==> config.mk <==
export PLATFORM = sky130hd
export DESIGN_NAME = uart_top
export DESIGN_NICKNAME = d
export VERILOG_FILES = /design/src/source/uart_pkg.sv /design/src/source/uart_top.sv /design/src/source/uart_tx.sv /design/src/source/uart_rx.sv /design/src/source/uart_baud_gen.sv /design/src/source/uart_regs.sv
export SDC_FILE = /design/constraint.sdc
export NUM_CORES = 1
export LEC_CHECK = 0
export ABC_AREA = 0
export BUFFER_PORTS_ARGS = -buffer_cell sky130_fd_sc_hd__buf_2
export CAP_MARGIN = 20
export CORE_ASPECT_RATIO = 1.25
export CORE_MARGIN = 2
export CORE_UTILIZATION = 55
export CTS_CLUSTER_DIAMETER = 50
export DETAILED_ROUTE_END_ITERATION = 10
export GPL_ROUTABILITY_DRIVEN = 1
export GPL_TIMING_DRIVEN = 0
export PLACE_DENSITY_LB_ADDON = 0.12
export REMOVE_ABC_BUFFERS = 1
export SYNTH_ARGS = -nofsm -noshare
export SYNTH_HDL_FRONTEND = slang
export SYNTH_SLANG_ARGS = --single-unit
==> constraint.sdc <==
create_clock -name clk -period 2 [get_ports clk]
set_input_delay 0.1 -clock clk [delete_from_list [all_inputs] [get_ports clk]]
set_output_delay 0.1 -clock clk [all_outputs]
set_load 0.005 [all_outputs]
==> src/source/uart_pkg.sv <==
// UART shared definitions
// Register offsets, LCR fields, state encodings and bus/event bundles

package uart_pkg;

  localparam int DATA_W = 8;   // Character path width
  localparam int DIV_W  = 16;  // Divisor latch width

  // Register offsets on the APB address
  typedef enum logic [2:0] {
    RBR_THR_DLL = 3'd0,
    IER_DLM     = 3'd1,
    IIR         = 3'd2,
    LCR         = 3'd3,
    MCR         = 3'd4,
    LSR         = 3'd5,
    MSR         = 3'd6,
    SCR         = 3'd7
  } reg_addr_e;

  typedef enum logic [1:0] {
    WL5 = 2'b00,
    WL6 = 2'b01,
    WL7 = 2'b10,
    WL8 = 2'b11
  } word_len_e;

  // IIR codes, bit 0 low means pending
  typedef enum logic [2:0] {
    IRQ_MODEM     = 3'd0,
    IRQ_NONE      = 3'd1,
    IRQ_THR_EMPTY = 3'd2,
    IRQ_RX_DATA   = 3'd4,
    IRQ_LINE      = 3'd6
  } irq_id_e;

  typedef enum logic [2:0] {RX_IDLE, RX_START, RX_DATA, RX_PARITY, RX_STOP} rx_state_e;

  typedef enum logic [2:0] {TX_IDLE, TX_START, TX_DATA, TX_PARITY, TX_STOP} tx_state_e;

  typedef struct packed {
    logic              psel;
    logic              penable;
    logic              pwrite;
    logic [2:0]        paddr;
    logic [DATA_W-1:0] pwdata;
  } apb_req_t;

  // Field order follows LCR bits 6:0
  typedef struct packed {
    logic      set_break;
    logic      stick_parity;
    logic      even_parity;
    logic      parity_en;
    logic      two_stop;
    word_len_e word_len;
  } line_cfg_t;

  typedef struct packed {
    logic [DATA_W-1:0] data;
    logic              done;
    logic              parity_err;
    logic              frame_err;
    logic              break_det;
  } rx_event_t;

endpackage
==> src/source/uart_top.sv <==
// UART top level
// 16450-style UART on APB, register controller with baud,
// receive and transmit datapaths

`timescale 1ns/1ps

module uart_top (
  input  logic                        clk,
  input  logic                        reset_n,
  input  uart_pkg::apb_req_t          req,
  output logic [uart_pkg::DATA_W-1:0] prdata,
  input  logic                        sin,
  output logic                        sout,
  output logic                        baudout,
  output logic                        intr
);
  import uart_pkg::*;

  line_cfg_t         line_cfg;
  rx_event_t         rx_event;
  logic [DIV_W-1:0]  divisor;
  logic              div_load;
  logic [DATA_W-1:0] thr_data;
  logic              thr_full;
  logic              thr_take;
  logic              tx_idle;
  logic              txd;
  logic              rxd_sel;

  uart_regs u_regs (
    .clk      (clk),
    .reset_n  (reset_n),
    .req      (req),
    .prdata   (prdata),
    .line_cfg (line_cfg),
    .divisor  (divisor),
    .div_load (div_load),
    .thr_data (thr_data),
    .thr_full (thr_full),
    .thr_take (thr_take),
    .tx_idle  (tx_idle),
    .rx_event (rx_event),
    .txd      (txd),
    .sin      (sin),
    .rxd_sel  (rxd_sel),
    .sout     (sout),
    .intr     (intr)
  );

  // baudout doubles as the 16x enable for both datapaths
  uart_baud_gen u_baud_gen (
    .clk       (clk),
    .reset_n   (reset_n),
    .divisor   (divisor),
    .div_load  (div_load),
    .baud_tick (baudout)
  );

  uart_rx u_rx (
    .clk       (clk),
    .reset_n   (reset_n),
    .baud_tick (baudout),
    .rxd       (rxd_sel),
    .line_cfg  (line_cfg),
    .rx_event  (rx_event)
  );

  uart_tx u_tx (
    .clk       (clk),
    .reset_n   (reset_n),
    .baud_tick (baudout),
    .line_cfg  (line_cfg),
    .thr_data  (thr_data),
    .thr_full  (thr_full),
    .thr_take  (thr_take),
    .tx_idle   (tx_idle),
    .txd       (txd)
  );

endmodule

==> src/source/uart_tx.sv <==
// UART transmitter
// Bit timing from the 16x enable, frame FSM for start, data,
// parity and stop bits, with the THR handshake

`timescale 1ns/1ps

module uart_tx (
  input  logic                        clk,
  input  logic                        reset_n,
  input  logic                        baud_tick,
  input  uart_pkg::line_cfg_t         line_cfg,
  input  logic [uart_pkg::DATA_W-1:0] thr_data,
  input  logic                        thr_full,
  output logic                        thr_take,
  output logic                        tx_idle,
  output logic                        txd
);
  import uart_pkg::*;

  tx_state_e         state;
  logic [4:0]        tick_cnt;
  logic [4:0]        tick_last;
  logic              bit_tick;
  logic [2:0]        bit_cnt;
  logic [2:0]        last_bit;
  logic [DATA_W-1:0] shift;
  logic              parity_acc;
  logic              start_frame;
  logic              shift_out;

  assign last_bit = {1'b1, line_cfg.word_len};

  // Stop bit stretch, 1.5 bits for 5-bit words
  always_comb
  begin
    if ((state == TX_STOP) && line_cfg.two_stop)
      tick_last = (line_cfg.word_len == WL5) ? 5'd23 : 5'd31;
    else
      tick_last = 5'd15;
  end

  always_ff @(posedge clk)
  begin
    if (!reset_n)
    begin
      tick_cnt <= '0;
      bit_tick <= 1'b0;
    end
    else
    begin
      bit_tick <= 1'b0;
      if (baud_tick)
      begin
        if (tick_cnt >= tick_last)
        begin
          tick_cnt <= '0;
          bit_tick <= 1'b1;
        end
        else
          tick_cnt <= tick_cnt + 5'd1;
      end
    end
  end

  // Back-to-back frames start straight from the stop bit
  assign start_frame = bit_tick && thr_full && ((state == TX_IDLE) || (state == TX_STOP));
  assign shift_out   = bit_tick && ((state == TX_START) ||
                                    ((state == TX_DATA) && (bit_cnt != last_bit)));
  assign thr_take    = start_frame;
  assign tx_idle     = (state == TX_IDLE) && !thr_full;

  always_ff @(posedge clk)
  begin
    if (start_frame)
      shift <= thr_data;
    else if (shift_out)
      shift <= shift >> 1;
  end

  always_ff @(posedge clk)
  begin
    if (!reset_n)
    begin
      state      <= TX_IDLE;
      txd        <= 1'b1;
      bit_cnt    <= '0;
      parity_acc <= 1'b0;
    end
    else if (start_frame)
    begin
      state      <= TX_START;
      txd        <= 1'b0;
      parity_acc <= !line_cfg.even_parity;
    end
    else if (bit_tick)
    begin
      case (state)
        TX_START:
        begin
          state      <= TX_DATA;
          bit_cnt    <= '0;
          txd        <= shift[0];
          parity_acc <= parity_acc ^ shift[0];
        end
        TX_DATA:
          if (bit_cnt == last_bit)
          begin
            if (line_cfg.parity_en)
            begin
              state <= TX_PARITY;
              txd   <= line_cfg.stick_parity ? !line_cfg.even_parity : parity_acc;
            end
            else
            begin
              state <= TX_STOP;
              txd   <= 1'b1;
            end
          end
          else
          begin
            bit_cnt    <= bit_cnt + 3'd1;
            txd        <= shift[0];
            parity_acc <= parity_acc ^ shift[0];
          end
        TX_PARITY:
        begin
          state <= TX_STOP;
          txd   <= 1'b1;
        end
        TX_STOP: state <= TX_IDLE;
        default: txd <= 1'b1;            // Idle, line at mark
      endcase
    end
  end

endmodule

==> src/source/uart_rx.sv <==
// UART receiver
// Two-sample input filter, 16x oversampled receive FSM,
// parity and framing checks and break detection

`timescale 1ns/1ps

module uart_rx (
  input  logic                clk,
  input  logic                reset_n,
  input  logic                baud_tick,
  input  logic                rxd,
  input  uart_pkg::line_cfg_t line_cfg,
  output uart_pkg::rx_event_t rx_event
);
  import uart_pkg::*;

  logic [1:0]        samples;
  logic              rxd_filt;
  rx_state_e         state;
  logic [3:0]        phase;
  logic [2:0]        bit_cnt;
  logic [2:0]        last_bit;
  logic [DATA_W-1:0] shift;
  logic              parity_acc;
  logic              parity_bad;
  logic [3:0]        brk_cnt;
  logic              bit_sample;
  logic              data_sample;
  logic              stop_sample;
  logic [DATA_W-1:0] data_q;
  logic              done_q;
  logic              parity_err_q;
  logic              frame_err_q;
  logic              break_q;

  assign last_bit    = {1'b1, line_cfg.word_len};   // 4 + word_len
  assign data_sample = baud_tick && (state == RX_DATA) && (phase == 4'd15);
  assign stop_sample = baud_tick && (state == RX_STOP) && (phase == 4'd15);
  assign bit_sample  = baud_tick && ((state == RX_START) ? (phase == 4'd7) :
                                     ((state != RX_IDLE) && (phase == 4'd15)));

  // Line level changes only after two equal samples
  always_ff @(posedge clk)
  begin
    if (!reset_n)
    begin
      samples  <= 2'b11;
      rxd_filt <= 1'b1;
    end
    else
    begin
      if (baud_tick)
        samples <= {samples[0], rxd};
      if (samples == 2'b00)
        rxd_filt <= 1'b0;
      else if (samples == 2'b11)
        rxd_filt <= 1'b1;
    end
  end

  always_ff @(posedge clk)
  begin
    if (!reset_n)
    begin
      state      <= RX_IDLE;
      phase      <= '0;
      bit_cnt    <= '0;
      parity_acc <= 1'b0;
      parity_bad <= 1'b0;
    end
    else if (baud_tick)
    begin
      phase <= phase + 4'd1;
      case (state)
        RX_IDLE:
        begin
          phase <= '0;
          if (!rxd_filt)
            state <= RX_START;
        end
        RX_START:
          if (rxd_filt)
            state <= RX_IDLE;              // Glitch, no start bit
          else if (phase == 4'd7)
          begin
            state      <= RX_DATA;         // Mid start bit, realign phase
            phase      <= '0;
            bit_cnt    <= '0;
            parity_acc <= !line_cfg.even_parity;
            parity_bad <= 1'b0;
          end
        RX_DATA:
          if (phase == 4'd15)
          begin
            parity_acc <= parity_acc ^ rxd_filt;
            bit_cnt    <= bit_cnt + 3'd1;
            if (bit_cnt == last_bit)
              state <= line_cfg.parity_en ? RX_PARITY : RX_STOP;
          end
        RX_PARITY:
          if (phase == 4'd15)
          begin
            if (line_cfg.stick_parity)
              parity_bad <= (rxd_filt == line_cfg.even_parity);
            else
              parity_bad <= (rxd_filt != parity_acc);
            state <= RX_STOP;
          end
        RX_STOP:
          if (phase == 4'd15)
            state <= RX_IDLE;              // Only the first stop bit is checked
        default: state <= RX_IDLE;
      endcase
    end
  end

  always_ff @(posedge clk)
  begin
    if (data_sample)
      shift <= {rxd_filt, shift[DATA_W-1:1]};   // LSB first
    if (stop_sample)
      data_q <= shift >> (2'd3 - line_cfg.word_len);
  end

  always_ff @(posedge clk)
  begin
    if (!reset_n)
    begin
      done_q       <= 1'b0;
      parity_err_q <= 1'b0;
      frame_err_q  <= 1'b0;
      break_q      <= 1'b0;
      brk_cnt      <= '0;
    end
    else
    begin
      done_q  <= stop_sample;
      break_q <= 1'b0;
      if (stop_sample)
      begin
        parity_err_q <= parity_bad;
        frame_err_q  <= !rxd_filt;
      end
      // Break counts consecutive low bit samples across frames
      if (bit_sample)
      begin
        if (rxd_filt)
          brk_cnt <= '0;
        else
        begin
          if (brk_cnt != 4'hf)
            brk_cnt <= brk_cnt + 4'd1;
          if (brk_cnt == 4'd11)
            break_q <= 1'b1;               // Twelfth low sample
        end
      end
    end
  end

  assign rx_event = '{data: data_q, done: done_q, parity_err: parity_err_q,
                      frame_err: frame_err_q, break_det: break_q};

endmodule

==> src/source/uart_baud_gen.sv <==
// UART baud generator
// Divides the system clock by the divisor latch into a 16x baud enable

`timescale 1ns/1ps

module uart_baud_gen (
  input  logic                       clk,
  input  logic                       reset_n,
  input  logic [uart_pkg::DIV_W-1:0] divisor,
  input  logic                       div_load,
  output logic                       baud_tick
);
  import uart_pkg::*;

  logic [DIV_W-1:0] count;
  logic             reload;

  // Reload at one, so 0 and 1 both tick every cycle
  assign reload = (count[DIV_W-1:1] == '0) || div_load;

  always_ff @(posedge clk)
  begin
    if (!reset_n)
    begin
      count     <= '0;
      baud_tick <= 1'b0;
    end
    else if (reload)
    begin
      count     <= divisor;
      baud_tick <= 1'b1;
    end
    else
    begin
      count     <= count - 1'b1;
      baud_tick <= 1'b0;
    end
  end

endmodule

==> src/source/uart_regs.sv <==
// UART register file and interrupt controller
// APB decode of the 16450 register map, line status flags,
// prioritized interrupt identification and loopback routing

`timescale 1ns/1ps

module uart_regs (
  input  logic                        clk,
  input  logic                        reset_n,
  input  uart_pkg::apb_req_t          req,
  output logic [uart_pkg::DATA_W-1:0] prdata,
  output uart_pkg::line_cfg_t         line_cfg,
  output logic [uart_pkg::DIV_W-1:0]  divisor,
  output logic                        div_load,
  output logic [uart_pkg::DATA_W-1:0] thr_data,
  output logic                        thr_full,
  input  logic                        thr_take,
  input  logic                        tx_idle,
  input  uart_pkg::rx_event_t         rx_event,
  input  logic                        txd,
  input  logic                        sin,
  output logic                        rxd_sel,
  output logic                        sout,
  output logic                        intr
);
  import uart_pkg::*;

  logic [3:0]        ier;
  logic [7:0]        lcr;
  logic [4:0]        mcr;
  logic [DATA_W-1:0] scr;
  logic [DATA_W-1:0] dll;
  logic [DATA_W-1:0] dlm;
  logic [DATA_W-1:0] rbr;
  logic [DATA_W-1:0] lsr;
  logic              dr;
  logic              oe;
  logic              pe;
  logic              fe;
  logic              bi;
  logic              dlab;
  logic              loopback;
  logic              wr_en;
  logic              rd_en;
  logic              rbr_read;
  logic              lsr_read;
  logic              thr_write;
  logic              div_write;
  logic              line_tx;
  reg_addr_e         addr;
  irq_id_e           iir_id;

  assign addr      = reg_addr_e'(req.paddr);
  assign wr_en     = req.psel && req.penable && req.pwrite;   // Access phase only
  assign rd_en     = req.psel && req.penable && !req.pwrite;
  assign dlab      = lcr[7];
  assign loopback  = mcr[4];
  assign rbr_read  = rd_en && (addr == RBR_THR_DLL) && !dlab;
  assign lsr_read  = rd_en && (addr == LSR);
  assign thr_write = wr_en && (addr == RBR_THR_DLL) && !dlab;
  assign div_write = wr_en && dlab && ((addr == RBR_THR_DLL) || (addr == IER_DLM));

  assign line_cfg = line_cfg_t'(lcr[6:0]);
  assign divisor  = {dlm, dll};
  assign lsr      = {1'b0, tx_idle, !thr_full, bi, fe, pe, oe, dr};

  always_ff @(posedge clk)
  begin
    if (!reset_n)
    begin
      ier      <= '0;
      lcr      <= '0;
      mcr      <= '0;
      dll      <= '0;
      dlm      <= '0;
      div_load <= 1'b0;
      thr_full <= 1'b0;
    end
    else
    begin
      div_load <= div_write;   // One cycle late so the counter sees the new latch
      if (wr_en)
      begin
        case (addr)
          RBR_THR_DLL:
            if (dlab)
              dll <= req.pwdata;
          IER_DLM:
            if (dlab)
              dlm <= req.pwdata;
            else
              ier <= req.pwdata[3:0];
          LCR:     lcr <= req.pwdata;
          MCR:     mcr <= req.pwdata[4:0];
          default: ;
        endcase
      end
      if (thr_write)
        thr_full <= 1'b1;      // New byte wins over a take in the same cycle
      else if (thr_take)
        thr_full <= 1'b0;
    end
  end

  always_ff @(posedge clk)
  begin
    if (wr_en && (addr == SCR))
      scr <= req.pwdata;
    if (thr_write)
      thr_data <= req.pwdata;
    if (rx_event.done)
      rbr <= rx_event.data;
  end

  // Sticky line status, setting has priority over the read clear
  always_ff @(posedge clk)
  begin
    if (!reset_n)
    begin
      dr <= 1'b0;
      oe <= 1'b0;
      pe <= 1'b0;
      fe <= 1'b0;
      bi <= 1'b0;
    end
    else
    begin
      if (rx_event.done)
        dr <= 1'b1;
      else if (rbr_read)
        dr <= 1'b0;
      if (rx_event.done && dr && !rbr_read)
        oe <= 1'b1;            // Previous character never read
      else if (lsr_read)
        oe <= 1'b0;
      if (rx_event.done && rx_event.parity_err)
        pe <= 1'b1;
      else if (lsr_read)
        pe <= 1'b0;
      if (rx_event.done && rx_event.frame_err)
        fe <= 1'b1;
      else if (lsr_read)
        fe <= 1'b0;
      if (rx_event.break_det)
        bi <= 1'b1;
      else if (lsr_read)
        bi <= 1'b0;
    end
  end

  always_comb
  begin
    if (ier[2] && (oe || pe || fe || bi))
      iir_id = IRQ_LINE;
    else if (ier[0] && dr)
      iir_id = IRQ_RX_DATA;
    else if (ier[1] && !thr_full)
      iir_id = IRQ_THR_EMPTY;
    else
      iir_id = IRQ_NONE;
  end

  assign intr = (iir_id != IRQ_NONE);

  always_comb
  begin
    case (addr)
      RBR_THR_DLL: prdata = dlab ? dll : rbr;
      IER_DLM:     prdata = dlab ? dlm : {4'b0000, ier};
      IIR:         prdata = {5'b00000, iir_id};
      LCR:         prdata = lcr;
      MCR:         prdata = {3'b000, mcr};
      LSR:         prdata = lsr;
      MSR:         prdata = '0;   // No modem inputs
      default:     prdata = scr;
    endcase
  end

  // Break forces the line low; loopback parks sout at mark
  assign line_tx = txd && !line_cfg.set_break;
  assign sout    = loopback || line_tx;
  assign rxd_sel = loopback ? line_tx : sin;

endmodule

==> metrics.csv <==
stage;metric;value;unit
power;power.internal;5.289;mW
die;core;11670;µm²
min_path;holdCritPathClass;in -> reg;
critical_path;worstSetupEndpointType;output pin;
routing;routedWlPerCell;17.63;µm
final_layout;antennaDiodeCount;0;
global_routing;grt_usage;24.43;%
power;p_comb_share;15.4;%
logic_synthesis;seq_area_frac_synth;50.32;%
logic_synthesis;synth-edff-count;48;
sta;fin_skew;0.008969;ns
power;clock_power_share;39.5;%
final_layout;nFillCells;957;
routing;vias_per_cell;5.908;
clocking;numCtsBuffers;17;
clocking;cts.sinks;142;
flow_run;maxCapViolations;0;
routing;wl;15110;µm
clocking;clk_path_buf_depth;2;
sta;max_freq;467.7;MHz
routing;via_count;5063;
die;die_area;12910;µm²
power;seqPwrFrac;45.0;%
clocking;cts.reportedPaths.clkPinSlew;0.05;ns
routing;drc;0;
logic_synthesis;dominantRegCellSynth;dfxtp_1;
critical_path;crit_type;reg -> out;
placement;port_buffers;27;
critical_path;required;1.90;ns
sta;rsz0062_at_grt;true;
logic_synthesis;synth-seq-cells;142;
clocking;clock_latency;0.42;ns
final_layout;syn_to_final_growth;14.59;%
power;p_sw;1.944;mW
routing;postRouteAntennaNets;0;
global_routing;grt_pass1_vias;4851;
power;peakVddDrop;522.2;µV
sta;fin_crit_sh;106.9;%
sta;layout_min_cycle_time;2.138;ns
die;io_pins;28;
clocking;htree_num_levels;4;
clocking;cts_tree;yes;
final_layout;drive_above_1_share;15.23;%
power;power;7.233;mW
critical_path;worstPathMaxFanout;3;
sta;worst_pin_slew;0.8111;ns
placement;place_area;6837;µm²
sta;setup_ws;-0.1381;ns
die;die_w;102.0;µm
critical_path;crit_start;u_regs.lcr[7];
min_path;hp-start;req[4];
die;initial_core_util;56.58;%
routing;first_pass_iters;6;
logic_synthesis;netlist_area;6604;µm²
final_layout;fin_nets;709;
critical_path;reg2reg_from;u_regs.lcr[1];
final_layout;multiInputGateArea;3172;µm²
die;num_rows;44;
power;p_leak;2.711;nW
outcome;status;complete, but fails checks;
sta;slew_headroom;45.63;%
logic_synthesis;synth.avg_cell_area;9.946;µm²
sta;setup_viol;3;
logic_synthesis;ys_types;63;
logic_synthesis;yosys_warnings;0;
power;p_per_area;955.8;nW/µm²
critical_path;cp.arrival;2.04;ns
sta;hold_violations;0;
outcome;violations;negative setup slack;
power;sw_frac_of_total;26.88;%
global_routing;overflow;0;
logic_synthesis;synth_cells;664;
global_routing;grt_pass1_wl;24510;µm
clocking;cts_root_buffer;clkbuf_16;
sta;final-max-slew-violation-count;0;
placement;place_hpwl;10220;µm
critical_path;startpoint_type;register;
routing;drt_iter0_drc;254;
placement;gp_congestion;0.8842;
die;die_h;126.5;µm
final_layout;ff_latch_area;3337;µm²
global_routing;grt_max_degree;44;
final_layout;fin_area;7567;µm²
global_routing;antenna_found_initial;0;
logic_synthesis;async_flop_share;0;%
## cell type report
type	instances	share of cell area, %
Clock buffer	20	5.771
Clock inverter	12	1.290
Inverter	18	0.8929
Multi-Input combinational cell	465	41.91
Sequential cell	142	44.10
Tap cell	161	2.662
Timing Repair Buffer	39	3.373
## Yosys cell counts (all sizes together) (12+ instances only)
cell type,instances,area share (%)
nor3,18,1.5
inv,18,1.0
nor2,89,5.1
edfxtp,48,22
nand3,17,1.3
buf,13,0.91
mux2,12,2.0
xnor2,17,2.3
nand2,36,2.0
mux2i,50,7.6
a21oi,48,3.8
clkbuf,26,1.5
dfxtp,94,28
o21ai,31,2.3
a211oi,16,1.8
nand2b,12,1.1
## stage by stage
step | hold slack (ns) | utilization (%) | TNS [ns] | std cells | setup slack, ns
3_5_place_dp | 0.3740 | 58.58 | -5.645 | 816 | -0.2793
4_1_cts | 0.02565 | 64.18 | -0.2103 | 855 | -0.1409
3_3_place_gp | 0.3608 | 58.12 | -49.93 | 813 | -1.053
6_report | 0.05016 | 64.84 | -0.1969 | 857 | -0.1381
5_1_grt | 0.02622 | 64.84 | -0.5973 | 857 | -0.1736
2_1_floorplan | 0.1619 | - | -6.381 | 625 | -0.4415
## timing repair
action | CTS | global route
setup buffers | 3 | 2
endpoints found under the hold margin | 7 | 0
hold buffers | 4 | 0
pin swaps | 1 | 1
endpoints found under the setup margin | 55 | 44
gates resized for setup | 17 | 12
## final timing paths
kind                                 endpoint  depth (start not counted)  slack [ns]
worst min-delay path            u_regs.scr[4]                          1        0.05
worst max register to register  u_tx.shift[7]                          4        0.13
worst max-delay path                prdata[0]                          6       -0.14
worst min register to register  u_regs.rbr[4]                          0        0.42
## placed cells by master (no fill, tap or decap), drive strengths merged, types with 16 or more instances in the layout
cell	netlist	routed
a211oi	16	16
a21oi	48	48
buf	13	35
clkbuf	26	20
dfxtp	94	94
edfxtp	48	48
inv	18	18
mux2i	50	50
nand2	36	36
nand3	17	17
nor2	89	89
nor3	18	18
o21ai	31	31
xnor2	17	17
## worst max-delay path: stages, from the launching register on
cell and delay [ns]:
dfxtp_4 0.38, mux2_4 0.31, mux2_2 0.26, a211o_1 0.29, a41oi_2 0.18, a21oi_1 0.06, buf_2 0.15
## sequential cells by signal, summed over array words and instances (netlist names), 5 cells and up
signal	count
u_regs.thr_data	8
u_regs.scr	8
u_tx.shift	8
u_rx.shift	8
u_regs.dlm	8
u_regs.lcr	8
u_regs.mcr	5
u_rx.data_q	8
u_regs.dll	8
u_baud_gen.count	16
u_regs.rbr	8
u_tx.tick_cnt	5
## routing by layer
layer / vias up / share of wire, % / track usage [%] / wire length (µm)
li1: 2449 / - / - / -
met1: 2426 / 42 / 30.44 / 6356
met2: 151 / 50 / 41.72 / 7611
met3: 37 / 4.4 / 4.408 / 670
met4: 0 / 3.1 / 9.490 / 470
met5: - / 0 / 0 / 0
## cell families after synthesis
kind of cell	count (synthesis)	synth area share, %
fa+ha+maj	9	1.705
mux	66	10.99
flops	142	50.32
buf+inv	57	3.410
simple gates	222	16.64
xor+xnor	25	3.316
compound gates	143	13.62
## power by group through the flow
stage / Sequential, mW / Clock [mW] / Combinational, mW
after floorplan: 3.28 / 0 / 0.760
after global placement: 3.31 / 0 / 0.983
after detailed placement: 3.31 / 0 / 1.04
after CTS: 3.25 / 2.90 / 1.09
after global routing: 3.27 / 3.04 / 1.23
final: 3.26 / 2.86 / 1.12
Note: power is estimated with default switching activity, not from simulation.
